**src/rtl/tile_pkg.sv**
```systemverilog
// shared types, bus beat layout and row address rule for the tile mover blocks
package tile_pkg;

    typedef logic [31:0] word_t; // one feature-map element
    typedef logic [31:0] addr_t; // byte address or byte length

    localparam int WORDS_PER_BEAT = 4;

    // word 0 in the low bits, lowest address
    typedef word_t [WORDS_PER_BEAT-1:0] beat_t;

    typedef logic [15:0] coord_t;

    typedef struct packed {
        coord_t m;
        coord_t row;
        coord_t col;
    } tile_origin_t;

    typedef struct packed {
        addr_t base;
        addr_t length; // bytes
    } mst_cmd_t;

    // byte address of tile row (map_i, row_j) inside a feature map at base
    function automatic addr_t row_addr(
        input addr_t        base,
        input tile_origin_t org,
        input coord_t       map_i,
        input coord_t       row_j,
        input int unsigned  fm_rows,
        input int unsigned  fm_cols
    );
        addr_t line;
        line = (addr_t'(org.m) + addr_t'(map_i)) * addr_t'(fm_rows)
             + addr_t'(org.row) + addr_t'(row_j);
        return base + ((line * addr_t'(fm_cols) + addr_t'(org.col)) << 2);
    endfunction

endpackage

```
**src/rtl/tile_load_ctrl.sv**
```systemverilog
// load side: issues one read job per tile row and unpacks beats into FIFO words
`timescale 1ns/1ps

module tile_load_ctrl #(
    parameter int FM_ROWS   = 4,
    parameter int FM_COLS   = 16,
    parameter int TILE_MAPS = 2,
    parameter int TILE_ROWS = 4,
    parameter int TILE_COLS = 8
) (
    input  logic                   clk,
    input  logic                   rst_n,
    input  logic                   load_start,
    input  tile_pkg::tile_origin_t origin,
    input  tile_pkg::addr_t        src_base,
    output logic                   rd_go,
    output tile_pkg::mst_cmd_t     rd_cmd,
    output logic                   rd_read_buffer,
    input  tile_pkg::beat_t        rd_buffer_data,
    input  logic                   rd_data_available,
    input  logic                   rd_done,
    output logic                   push,
    output tile_pkg::word_t        push_data,
    input  logic                   almost_full,
    output logic                   load_done
);

    localparam int TOTAL_BEATS = TILE_MAPS * TILE_ROWS * TILE_COLS / tile_pkg::WORDS_PER_BEAT;
    localparam int BC_W        = $clog2(TOTAL_BEATS + 1);

    typedef enum logic [1:0] {S_IDLE, S_ISSUE, S_WAIT, S_DRAIN} state_t;

    state_t            state;
    tile_pkg::coord_t  map_cnt;
    tile_pkg::coord_t  row_cnt;
    logic [BC_W-1:0]   beat_cnt;
    tile_pkg::beat_t   beat_q;
    logic              full_q;
    logic [1:0]        word_idx;
    logic              last_row;
    logic              last_word;
    logic              all_in;

    assign last_row  = (map_cnt == tile_pkg::coord_t'(TILE_MAPS - 1)) &&
                       (row_cnt == tile_pkg::coord_t'(TILE_ROWS - 1));
    assign last_word = push && (word_idx == 2'd3);
    assign all_in    = (beat_cnt == BC_W'(TOTAL_BEATS)) && !full_q;

    assign rd_go         = (state == S_ISSUE);
    assign rd_cmd.base   = tile_pkg::row_addr(src_base, origin, map_cnt, row_cnt,
                                              FM_ROWS, FM_COLS);
    assign rd_cmd.length = tile_pkg::addr_t'(TILE_COLS * 4);

    // next beat may land as the last word of the current one leaves
    assign rd_read_buffer = (state != S_IDLE) && rd_data_available && (!full_q || last_word);
    assign push           = full_q && !almost_full;
    assign push_data      = beat_q[word_idx];
    assign load_done      = (state == S_DRAIN) && all_in;

    always_ff @(posedge clk or negedge rst_n) begin
        if (!rst_n) begin
            state   <= S_IDLE;
            map_cnt <= '0;
            row_cnt <= '0;
        end else begin
            case (state)
                S_IDLE: if (load_start) begin
                    map_cnt <= '0;
                    row_cnt <= '0;
                    state   <= S_ISSUE;
                end
                S_ISSUE: state <= S_WAIT;
                S_WAIT: if (rd_done) begin
                    if (last_row) begin
                        state <= S_DRAIN;
                    end else begin
                        state <= S_ISSUE;
                        if (row_cnt == tile_pkg::coord_t'(TILE_ROWS - 1)) begin
                            row_cnt <= '0;
                            map_cnt <= map_cnt + 1'b1;
                        end else begin
                            row_cnt <= row_cnt + 1'b1;
                        end
                    end
                end
                S_DRAIN: if (all_in) state <= S_IDLE;
                default: state <= S_IDLE;
            endcase
        end
    end

    always_ff @(posedge clk or negedge rst_n) begin
        if (!rst_n) begin
            full_q   <= 1'b0;
            word_idx <= '0;
            beat_cnt <= '0;
        end else begin
            if (state == S_IDLE && load_start) beat_cnt <= '0;
            else if (rd_read_buffer)            beat_cnt <= beat_cnt + 1'b1;
            if (push) word_idx <= word_idx + 1'b1; // wraps back to word 0
            if (rd_read_buffer)  full_q <= 1'b1;
            else if (last_word)  full_q <= 1'b0;
        end
    end

    always_ff @(posedge clk) begin
        if (rd_read_buffer) beat_q <= rd_buffer_data;
    end

    // a tile never takes more beats than it holds
    a_no_extra_beat: assert property (@(posedge clk) disable iff (!rst_n)
        rd_read_buffer |-> beat_cnt != BC_W'(TOTAL_BEATS));

endmodule

```
**src/rtl/tile_word_fifo.sv**
```systemverilog
// single-clock word FIFO between load and store sides, registered (non-show-ahead) read
`timescale 1ns/1ps

module tile_word_fifo #(
    parameter int FIFO_DEPTH    = 32,
    parameter int FIFO_AF_LEVEL = 28
) (
    input  logic            clk,
    input  logic            rst_n,
    input  logic            push,
    input  tile_pkg::word_t push_data,
    input  logic            pop,
    output tile_pkg::word_t pop_data,
    output logic            empty,
    output logic            almost_full
);

    localparam int AW = $clog2(FIFO_DEPTH);

    tile_pkg::word_t mem [FIFO_DEPTH];
    logic [AW-1:0]   wr_ptr;
    logic [AW-1:0]   rd_ptr;
    logic [AW:0]     count;
    logic            full;

    assign empty       = (count == '0);
    assign full        = (count == (AW+1)'(FIFO_DEPTH));
    assign almost_full = (count >= (AW+1)'(FIFO_AF_LEVEL));

    always_ff @(posedge clk or negedge rst_n) begin
        if (!rst_n) begin
            wr_ptr <= '0;
            rd_ptr <= '0;
            count  <= '0;
        end else begin
            if (push) wr_ptr <= (wr_ptr == AW'(FIFO_DEPTH - 1)) ? '0 : wr_ptr + 1'b1;
            if (pop)  rd_ptr <= (rd_ptr == AW'(FIFO_DEPTH - 1)) ? '0 : rd_ptr + 1'b1;
            case ({push, pop})
                2'b10:   count <= count + 1'b1;
                2'b01:   count <= count - 1'b1;
                default: count <= count;
            endcase
        end
    end

    always_ff @(posedge clk) begin
        if (push) mem[wr_ptr] <= push_data;
        if (pop)  pop_data    <= mem[rd_ptr]; // word shows up a cycle after pop
    end

    a_no_overflow: assert property (@(posedge clk) disable iff (!rst_n) push |-> !full);
    a_no_underflow: assert property (@(posedge clk) disable iff (!rst_n) pop |-> !empty);

endmodule

```
**src/rtl/tile_store_ctrl.sv**
```systemverilog
// store side: packs FIFO words into beats and issues one write job per tile row
`timescale 1ns/1ps

module tile_store_ctrl #(
    parameter int FM_ROWS   = 4,
    parameter int FM_COLS   = 16,
    parameter int TILE_MAPS = 2,
    parameter int TILE_ROWS = 4,
    parameter int TILE_COLS = 8
) (
    input  logic                   clk,
    input  logic                   rst_n,
    input  logic                   store_start,
    input  tile_pkg::tile_origin_t origin,
    input  tile_pkg::addr_t        dst_base,
    output logic                   pop,
    input  tile_pkg::word_t        pop_data,
    input  logic                   empty,
    output logic                   wr_go,
    output tile_pkg::mst_cmd_t     wr_cmd,
    output logic                   wr_write_buffer,
    output tile_pkg::beat_t        wr_write_data,
    input  logic                   wr_buffer_full,
    input  logic                   wr_done,
    output logic                   store_done
);

    localparam int ROW_BEATS = TILE_COLS / tile_pkg::WORDS_PER_BEAT;
    localparam int CW        = $clog2(TILE_COLS + 1);

    typedef enum logic [1:0] {S_IDLE, S_ISSUE, S_FILL, S_WAIT} state_t;

    state_t            state;
    tile_pkg::coord_t  map_cnt;
    tile_pkg::coord_t  row_cnt;
    logic [CW-1:0]     pop_cnt;   // words popped in this row
    logic [CW-1:0]     beat_cnt;  // beats pushed in this row
    tile_pkg::beat_t   pack_q;
    logic [1:0]        word_idx;
    logic              pop_pending;
    logic              beat_full_q;
    logic              room;
    logic              last_row;

    assign last_row = (map_cnt == tile_pkg::coord_t'(TILE_MAPS - 1)) &&
                      (row_cnt == tile_pkg::coord_t'(TILE_ROWS - 1));
    assign room     = !beat_full_q && !(pop_pending && word_idx == 2'd3);

    assign pop = (state == S_FILL) && !empty && room && (pop_cnt != CW'(TILE_COLS));

    assign wr_go           = (state == S_ISSUE);
    assign wr_cmd.base     = tile_pkg::row_addr(dst_base, origin, map_cnt, row_cnt,
                                                FM_ROWS, FM_COLS);
    assign wr_cmd.length   = tile_pkg::addr_t'(TILE_COLS * 4);
    assign wr_write_buffer = beat_full_q && !wr_buffer_full; // hold the beat while full
    assign wr_write_data   = pack_q;

    always_ff @(posedge clk or negedge rst_n) begin
        if (!rst_n) begin
            state      <= S_IDLE;
            map_cnt    <= '0;
            row_cnt    <= '0;
            store_done <= 1'b0;
        end else begin
            store_done <= 1'b0;
            case (state)
                S_IDLE: if (store_start) begin
                    map_cnt <= '0;
                    row_cnt <= '0;
                    state   <= S_ISSUE;
                end
                S_ISSUE: state <= S_FILL;
                S_FILL: if (wr_write_buffer && beat_cnt == CW'(ROW_BEATS - 1)) state <= S_WAIT;
                S_WAIT: if (wr_done) begin
                    if (last_row) begin
                        store_done <= 1'b1;
                        state      <= S_IDLE;
                    end else begin
                        state <= S_ISSUE;
                        if (row_cnt == tile_pkg::coord_t'(TILE_ROWS - 1)) begin
                            row_cnt <= '0;
                            map_cnt <= map_cnt + 1'b1;
                        end else begin
                            row_cnt <= row_cnt + 1'b1;
                        end
                    end
                end
                default: state <= S_IDLE;
            endcase
        end
    end

    always_ff @(posedge clk or negedge rst_n) begin
        if (!rst_n) begin
            pop_cnt     <= '0;
            beat_cnt    <= '0;
            word_idx    <= '0;
            pop_pending <= 1'b0;
            beat_full_q <= 1'b0;
        end else begin
            pop_pending <= pop;
            if (state == S_ISSUE) begin
                pop_cnt  <= '0;
                beat_cnt <= '0;
            end else begin
                if (pop)             pop_cnt  <= pop_cnt + 1'b1;
                if (wr_write_buffer) beat_cnt <= beat_cnt + 1'b1;
            end
            if (pop_pending) begin
                word_idx <= word_idx + 1'b1;
                if (word_idx == 2'd3) beat_full_q <= 1'b1;
            end else if (wr_write_buffer) begin
                beat_full_q <= 1'b0;
            end
        end
    end

    always_ff @(posedge clk) begin
        if (pop_pending) pack_q[word_idx] <= pop_data;
    end

    // a held beat is never overwritten by a late word
    a_held_beat_kept: assert property (@(posedge clk) disable iff (!rst_n)
        beat_full_q |-> !pop_pending);

endmodule

```
**src/rtl/tile_mover_top.sv**
```systemverilog
// tile mover top: load controller feeds the word FIFO, store controller drains it to memory
`timescale 1ns/1ps

module tile_mover_top #(
    parameter int FM_ROWS       = 4,
    parameter int FM_COLS       = 16,
    parameter int TILE_MAPS     = 2,
    parameter int TILE_ROWS     = 4,
    parameter int TILE_COLS     = 8,
    parameter int FIFO_DEPTH    = 32,
    parameter int FIFO_AF_LEVEL = 28
) (
    input  logic                   clk,
    input  logic                   rst_n,
    input  logic                   load_start,
    output logic                   load_done,
    input  logic                   store_start,
    output logic                   store_done,
    input  tile_pkg::tile_origin_t origin,
    input  tile_pkg::addr_t        src_base,
    input  tile_pkg::addr_t        dst_base,
    output logic                   rd_go,
    output tile_pkg::mst_cmd_t     rd_cmd,
    output logic                   rd_read_buffer,
    input  tile_pkg::beat_t        rd_buffer_data,
    input  logic                   rd_data_available,
    input  logic                   rd_done,
    output logic                   wr_go,
    output tile_pkg::mst_cmd_t     wr_cmd,
    output logic                   wr_write_buffer,
    output tile_pkg::beat_t        wr_write_data,
    input  logic                   wr_buffer_full,
    input  logic                   wr_done
);

    logic            push;
    tile_pkg::word_t push_data;
    logic            almost_full;
    logic            pop;
    tile_pkg::word_t pop_data;
    logic            empty;

    tile_load_ctrl #(
        .FM_ROWS   (FM_ROWS),
        .FM_COLS   (FM_COLS),
        .TILE_MAPS (TILE_MAPS),
        .TILE_ROWS (TILE_ROWS),
        .TILE_COLS (TILE_COLS)
    ) load_ctrl_i (
        .clk               (clk),
        .rst_n             (rst_n),
        .load_start        (load_start),
        .origin            (origin),
        .src_base          (src_base),
        .rd_go             (rd_go),
        .rd_cmd            (rd_cmd),
        .rd_read_buffer    (rd_read_buffer),
        .rd_buffer_data    (rd_buffer_data),
        .rd_data_available (rd_data_available),
        .rd_done           (rd_done),
        .push              (push),
        .push_data         (push_data),
        .almost_full       (almost_full),
        .load_done         (load_done)
    );

    tile_word_fifo #(
        .FIFO_DEPTH    (FIFO_DEPTH),
        .FIFO_AF_LEVEL (FIFO_AF_LEVEL)
    ) fifo_i (
        .clk         (clk),
        .rst_n       (rst_n),
        .push        (push),
        .push_data   (push_data),
        .pop         (pop),
        .pop_data    (pop_data),
        .empty       (empty),
        .almost_full (almost_full)
    );

    tile_store_ctrl #(
        .FM_ROWS   (FM_ROWS),
        .FM_COLS   (FM_COLS),
        .TILE_MAPS (TILE_MAPS),
        .TILE_ROWS (TILE_ROWS),
        .TILE_COLS (TILE_COLS)
    ) store_ctrl_i (
        .clk             (clk),
        .rst_n           (rst_n),
        .store_start     (store_start),
        .origin          (origin),
        .dst_base        (dst_base),
        .pop             (pop),
        .pop_data        (pop_data),
        .empty           (empty),
        .wr_go           (wr_go),
        .wr_cmd          (wr_cmd),
        .wr_write_buffer (wr_write_buffer),
        .wr_write_data   (wr_write_data),
        .wr_buffer_full  (wr_buffer_full),
        .wr_done         (wr_done),
        .store_done      (store_done)
    );

endmodule

```
**config.mk**
```make
export PLATFORM = sky130hd
export DESIGN_NAME = tile_mover_top
export DESIGN_NICKNAME = d
export VERILOG_FILES = /design/src/rtl/tile_pkg.sv /design/src/rtl/tile_load_ctrl.sv /design/src/rtl/tile_word_fifo.sv /design/src/rtl/tile_store_ctrl.sv /design/src/rtl/tile_mover_top.sv
export SDC_FILE = /design/constraint.sdc
export NUM_CORES = 2
export LEC_CHECK = 0
export BUFFER_PORTS_ARGS = -buffer_cell sky130_fd_sc_hd__buf_2
export CAP_MARGIN = 40
export CORE_MARGIN = 5
export CORE_UTILIZATION = 50
export DETAILED_ROUTE_END_ITERATION = 8
export PLACE_DENSITY = 0.7
export SYNTH_ARGS = -nofsm -noshare
export SYNTH_HDL_FRONTEND = slang
export SYNTH_HIERARCHICAL = 1
export SYNTH_SLANG_ARGS = --single-unit
```
**constraint.sdc**
```tcl
create_clock -name clk -period 8.7 [get_ports clk]
set_input_delay 0.87 -clock clk [delete_from_list [all_inputs] [get_ports clk]]
set_output_delay 0.87 -clock clk [all_outputs]
set_load 0.02 [all_outputs]
```
# Word level (Yosys, flattened, before mapping)
# Memory sizes are Yosys's and may differ from the RTL's. A register that Yosys moved wholly into a read port is not among the register bits.
# Cells that the tools add are included.
# word_totals
ff_bits	361
ramBits	1024
in_bits	248
out_inout_bits	262
elab_cells	179
n_memories	1
# classes
add_sub_neg	23
order_cmp	4
n_eq_ne	30
n_mux	52
reduce_logical	43
# mem_list
memory	words	width	rd	rd_clocked_by_memory_dff	write_ports	line	rtl
fifo_i.mem	32	32	1	1	1	tile_word_fifo.sv:20	tile_pkg::word_t mem [FIFO_DEPTH];
# ops
op	n
16-bit 2-to-1 mux	14
128-bit bitwise mux	1
16-bit one-hot mux with 2 select lines	4
26-bit by 16-bit adder with 26-bit output	4
16-bit by 1-bit adder with 16-bit output (second input constant)	4
32-bit adder	2
32-bit binary-select mux with 2-bit select	1
32-bit demux with 2-bit select	1
32-bit 2-to-1 mux	2
30-bit by 16-bit adder with 30-bit output	2
16-bit by 16-bit adder with 17-bit output	2
16-bit by 1-bit == test with 1-bit output (second input constant)	2
16-bit by 2-bit == test with 1-bit output (second input constant)	2
5-bit 2-to-1 mux	4
2-bit nonzero test	9
1-bit logical AND	17
4-bit 2-to-1 mux	4
2-bit != test (second input constant)	8
2-bit one-hot mux with 4 select lines	2
5-bit by 1-bit adder with 5-bit output (second input constant)	3
5-bit == test (second input constant)	3
2-bit == test (second input constant)	7
2-bit 2-to-1 mux	7
6-bit one-hot mux with 2 select lines	1
other kinds (20)	46

# Longest topological paths before layout
# logic_depth
word_depth	8
depth_mapped	33
depth_no_buf	33

# Hierarchy
# Netlist, hierarchy kept.
# modules_own_cells
module	n_inst	cells_each	area_per_inst_um2	seq_area_each_um2
tile_word_fifo	1	1869	40929.3	32110.8
tile_load_ctrl	1	930	10830.4	4894.7
tile_store_ctrl	1	922	10442.5	5019.8

# Worst setup path after synthesis
# No wires, ideal clock.
# synth_path
kind	input port to output port
startpoint	input port origin[32] (netlist bit)
endpoint	output port wr_cmd[62] (netlist bit)
t_arrival_ns	6.881
required_ns	7.830
path_slack_ns	0.949
cell_stages	30
n_path_buf	0
cell_sequence	ha_1 > inv_1 > fa_1 > nor2b_1 > o21ai_0 > a21boi_1 > nor2_1 > fa_1 > ha_1 > or3_1 > o211a_1 > or2_4 > a21o_2 > a21oi_1 > xnor2_1 > ha_1 > and3_1 > a211o_1 > nand2_1 > xnor2_1 > ha_1 > nand2_1 > or3_1 > nor3_1 > o311ai_0 > o2111ai_1 > nand2_1 > o21ai_1 > o2111ai_1 > xnor2_1
# synth_lines
item	line	rtl
start: declaration	tile_mover_top.sv:19	input tile_pkg::tile_origin_t origin,
end: declaration	tile_mover_top.sv:29	output tile_pkg::mst_cmd_t wr_cmd,

==> run_results.csv <==
group,metric,value,unit
placed_design,gp_congestion,0.885,
detailed_routing,vias_per_cell,5.96,
placed_design,dpl-instance-area,66500,um2
timing,hold_ws,0.143,ns
placed_design,hpwlAfterDp,103000,um
detailed_routing,drtIter0Drc,3783,
power_and_ir_drop,peakVddDrop,0.718,mV
logic_synthesis,synth.distinct_cells,109,
setup_path,crit_arrival,7.46,ns
setup_path,required,7.83,ns
setup_path,critPathLaunchType,"flop",
setup_path,reg2reg_slack,4.54,ns
timing,slew_viol_final,0,
placed_design,portBuffers,437,
logic_synthesis,syn-cell-area,62200,um2
power_and_ir_drop,p_leak,25.5,nW
clock_tree,clock-root-buffer,"clkbuf_16",
grt,grt.total_usage,0.237,
floorplanning,ios,510,
logic_synthesis,synth_area_leaders,"edfxtp_1 (63%), mux4_2 (8.1%), dfrtp_1 (4.2%)",
clock_tree,hold_buffers,0,
clock_tree,clk_latency,0.78,ns
logic_synthesis,synth_ff_type,"edfxtp_1",
detailed_routing,routed.top_layer,"met5",
timing,fin_setup_tns,0,ns
clock_tree,cts_buffers,147,
detailed_routing,wl_met2,79700,um
timing,hold_violations,0,
clock_tree,cts_tree,"done",
floorplanning,rows,129,
grt,antenna_found_initial,4,
timing,clock_skew,0.0455,ns
clock_tree,clock_path_buffers,3,
clock_tree,htreeDepth,4,
placed_design,dp_cells,5731,
setup_path,critPathBufInv,1,
finish,fin_cells,6008,
timing,min_period,8.33,ns
logic_synthesis,synth_edf_count,1312,
finish,fin_area,71700,um2
clock_tree,cts_sinks,1417,
setup_path,endpoint_kind,"output port",
logic_synthesis,ys_warn_count,6,
detailed_routing,final_antenna_net_count,0,
setup_path,cpPeakStageDelay,0.46,ns
detailed_routing,drc,0,
timing,period_share,0.957,
floorplanning,initial_utilization,0.503,
timing,fmax,120,MHz
logic_synthesis,yosys.area.top_type,"edfxtp_1",
logic_synthesis,ys_ff_latch,1417,
setup_path,crit_type,"reg -> out",
setup_path,critPathTopFamily,"compound AO/OA/AOI/OAI gates",
grt,grt-ovfl-total,0,
floorplanning,die-area,132000,um2
detailed_routing,vias,35800,
floorplanning,die_w,363,um
hold_path,hold_path.class,"in -> async",
grt,grt_pass1_wl,232000,um
finish,nNetsFinal,4712,
detailed_routing,wl_met1,62700,um
timing,finalSetupViolations,0,
finish,num-fill-cells,9374,
logic_synthesis,synth_commonest_cells,"edfxtp_1 (1312), mux4_2 (223), nor2_1 (185)",
finish,drive_above_1_share,0.263,
timing,tightestPinTransition,0.965,ns
timing,timing.slew.headroom,0.357,
detailed_routing,dr.pass1.iters,5,
power_and_ir_drop,power.density,355,nW/um2
floorplanning,coreArea,124000,um2
logic_synthesis,synth.most_common_cell,"edfxtp_1",
logic_synthesis,synthArstFlopShare,0.0741,
run_status,run_status,"finished, final reports clean",
clock_tree,clkTransAtPathRegs,0.06,ns
flow_run,cap_viol_max_count,0,
logic_synthesis,netlist.area_leader.share,0.633,
detailed_routing,wl_met3,12700,um
detailed_routing,routed_wl,159000,um
logic_synthesis,ys_seq_area_frac,0.676,
setup_path,critical-path-slowest-cell,"fa_1",
setup_path,cp_max_fo,6,
logic_synthesis,syn_area_per_cell,16.7,um2
grt,grt_max_degree,137,
logic_synthesis,syn_inst,3721,
detailed_routing,wl_per_cell,26.5,um
floorplanning,die-height,363,um
grt,grt_pass1_vias,35600,
finish,syn_to_final_growth,15.2,%
==> repair_timing <==
action | 4_1_cts | 5_1_grt
setup endpoints to repair | 8 | 18
hold endpoints to repair | 0 | 0
pin swaps | 6 | 17
setup buffers | 2 | 8
gates resized for setup | 9 | 57
==> final cells by class <==
| type | instances | area [um2] | area share |
|---|---|---|---|
| Antenna cell | 2 | 5.00 | 0.0000698 |
| Clock buffer | 185 | 3880 | 0.0541 |
| Clock inverter | 80 | 962 | 0.0134 |
| Inverter | 105 | 394 | 0.00550 |
| Multi-Input combinational cell | 2055 | 19400 | 0.270 |
| Sequential cell | 1417 | 42000 | 0.587 |
| Tap cell | 1637 | 2050 | 0.0286 |
| Timing Repair Buffer | 527 | 2980 | 0.0416 |
==> worst reg2reg max path, delay by kind of cell, from the launching register on <==
kind / cells / cell delay (ns)
AOI/OAI and AO/OA: 3 / 0.98
buffers and inverters: 2 / 1.51
DFF: 1 / 0.92
muxes: 1 / 0.44
==> layer usage <==
layer  vias up  track usage
met3       225       0.0423
met2      1583        0.403
li1      15700            -
met1     18300        0.317
met5         -            0
met4         4       0.0672
==> cell families (layout without fill, tap and decap cells) <==
| kind of cell | after synthesis | in the layout | synth area share |
|---|---|---|---|
| AO/OA/AOI/OAI | 636 | 636 | 0.0730 |
| XOR/XNOR | 185 | 185 | 0.0262 |
| adder cells (fa/ha/maj) | 211 | 211 | 0.0468 |
| buffers and inverters | 311 | 897 | 0.0258 |
| flip-flops | 1417 | 1417 | 0.676 |
| multiplexers | 372 | 372 | 0.105 |
| other | 4 | 68 | 0.000241 |
| AND/OR/NAND/NOR | 585 | 585 | 0.0474 |
==> state kept, by name, summed over array words and instances (netlist names), 4 cells and up <==
register,flops
fifo_i/count,6
fifo_i/mem,1024
fifo_i/pop_data,32
fifo_i/rd_ptr,5
fifo_i/wr_ptr,5
load_ctrl_i/beat_cnt,5
load_ctrl_i/beat_q,128
load_ctrl_i/map_cnt,16
load_ctrl_i/row_cnt,16
store_ctrl_i/beat_cnt,4
store_ctrl_i/map_cnt,16
store_ctrl_i/pop_cnt,4
store_ctrl_i/row_cnt,16
store_ctrl_i/wr_write_data,128
==> power breakdown <==
group | switching (mW) | total, mW | leakage [nW] | internal [mW]
registers | 0.381 | 9.14 | 13.2 | 8.75
clock network | 2.70 | 6.17 | 2.31 | 3.47
logic | 6.39 | 10.1 | 9.98 | 3.74
total | 9.47 | 25.4 | 25.5 | 16.0
==> cell usage in the layout (no fill, tap or decap), drive strengths merged, types with 11 or more instances in the layout <==
master	netlist	final
a2111oi	35	35
a211oi	13	13
a21o	49	49
a21oi	161	161
a22o	26	26
a22oi	43	43
a31oi	12	12
and3	26	26
buf	138	527
clkbuf	68	185
clkinv	0	59
conb	4	66
dfrtp	105	105
edfxtp	1312	1312
fa	36	36
ha	175	175
inv	105	108
mux2	15	15
mux2i	134	134
mux4	223	223
nand2	101	101
nand2b	27	27
nand3	56	56
nand3b	11	11
nand4	28	28
nor2	187	187
nor2b	29	29
nor3	44	44
nor4	12	12
o21a	21	21
o21ai	98	98
o21bai	14	14
o221ai	36	36
o22ai	33	33
o31ai	19	19
or2	12	12
or3	22	22
xnor2	111	111
xor2	74	74
==> final timing paths <==
path,from,endpoint,depth (start not counted)
setup reg to reg,fifo_i/rd_ptr[2]$_DFFE_PN0P_,fifo_i/pop_data[16]$_DFFE_PP_,6
min in group clk,rd_buffer_data[73],load_ctrl_i/beat_q[73]$_DFFE_PP_,1
max in group asynchronous,rst_n,store_ctrl_i/map_cnt[0]$_DFFE_PN0P_,3
hold reg to reg,fifo_i/pop_data[24]$_DFFE_PP_,store_ctrl_i/wr_write_data[88]$_DFFE_PP_,0
hold / removal,rst_n,load_ctrl_i/map_cnt[15]$_DFFE_PN0P_,2
setup / recovery,store_ctrl_i/map_cnt[1]$_DFFE_PN0P_,wr_cmd[62],29
==> metrics by stage <==
| stage | total power [mW] | utilization | setup WS, ns |
|---|---|---|---|
| floorplan | 16.0 | - | 0.949 |
| global placement | 19.1 | 0.537 | 0.175 |
| detailed placement | 19.2 | 0.538 | 0.0721 |
| CTS | 25.4 | 0.577 | 0.00503 |
| global route | 26.6 | 0.580 | -0.0248 |
| finish | 25.4 | 0.580 | 0.372 |
Power figures use the tool's default switching activity.
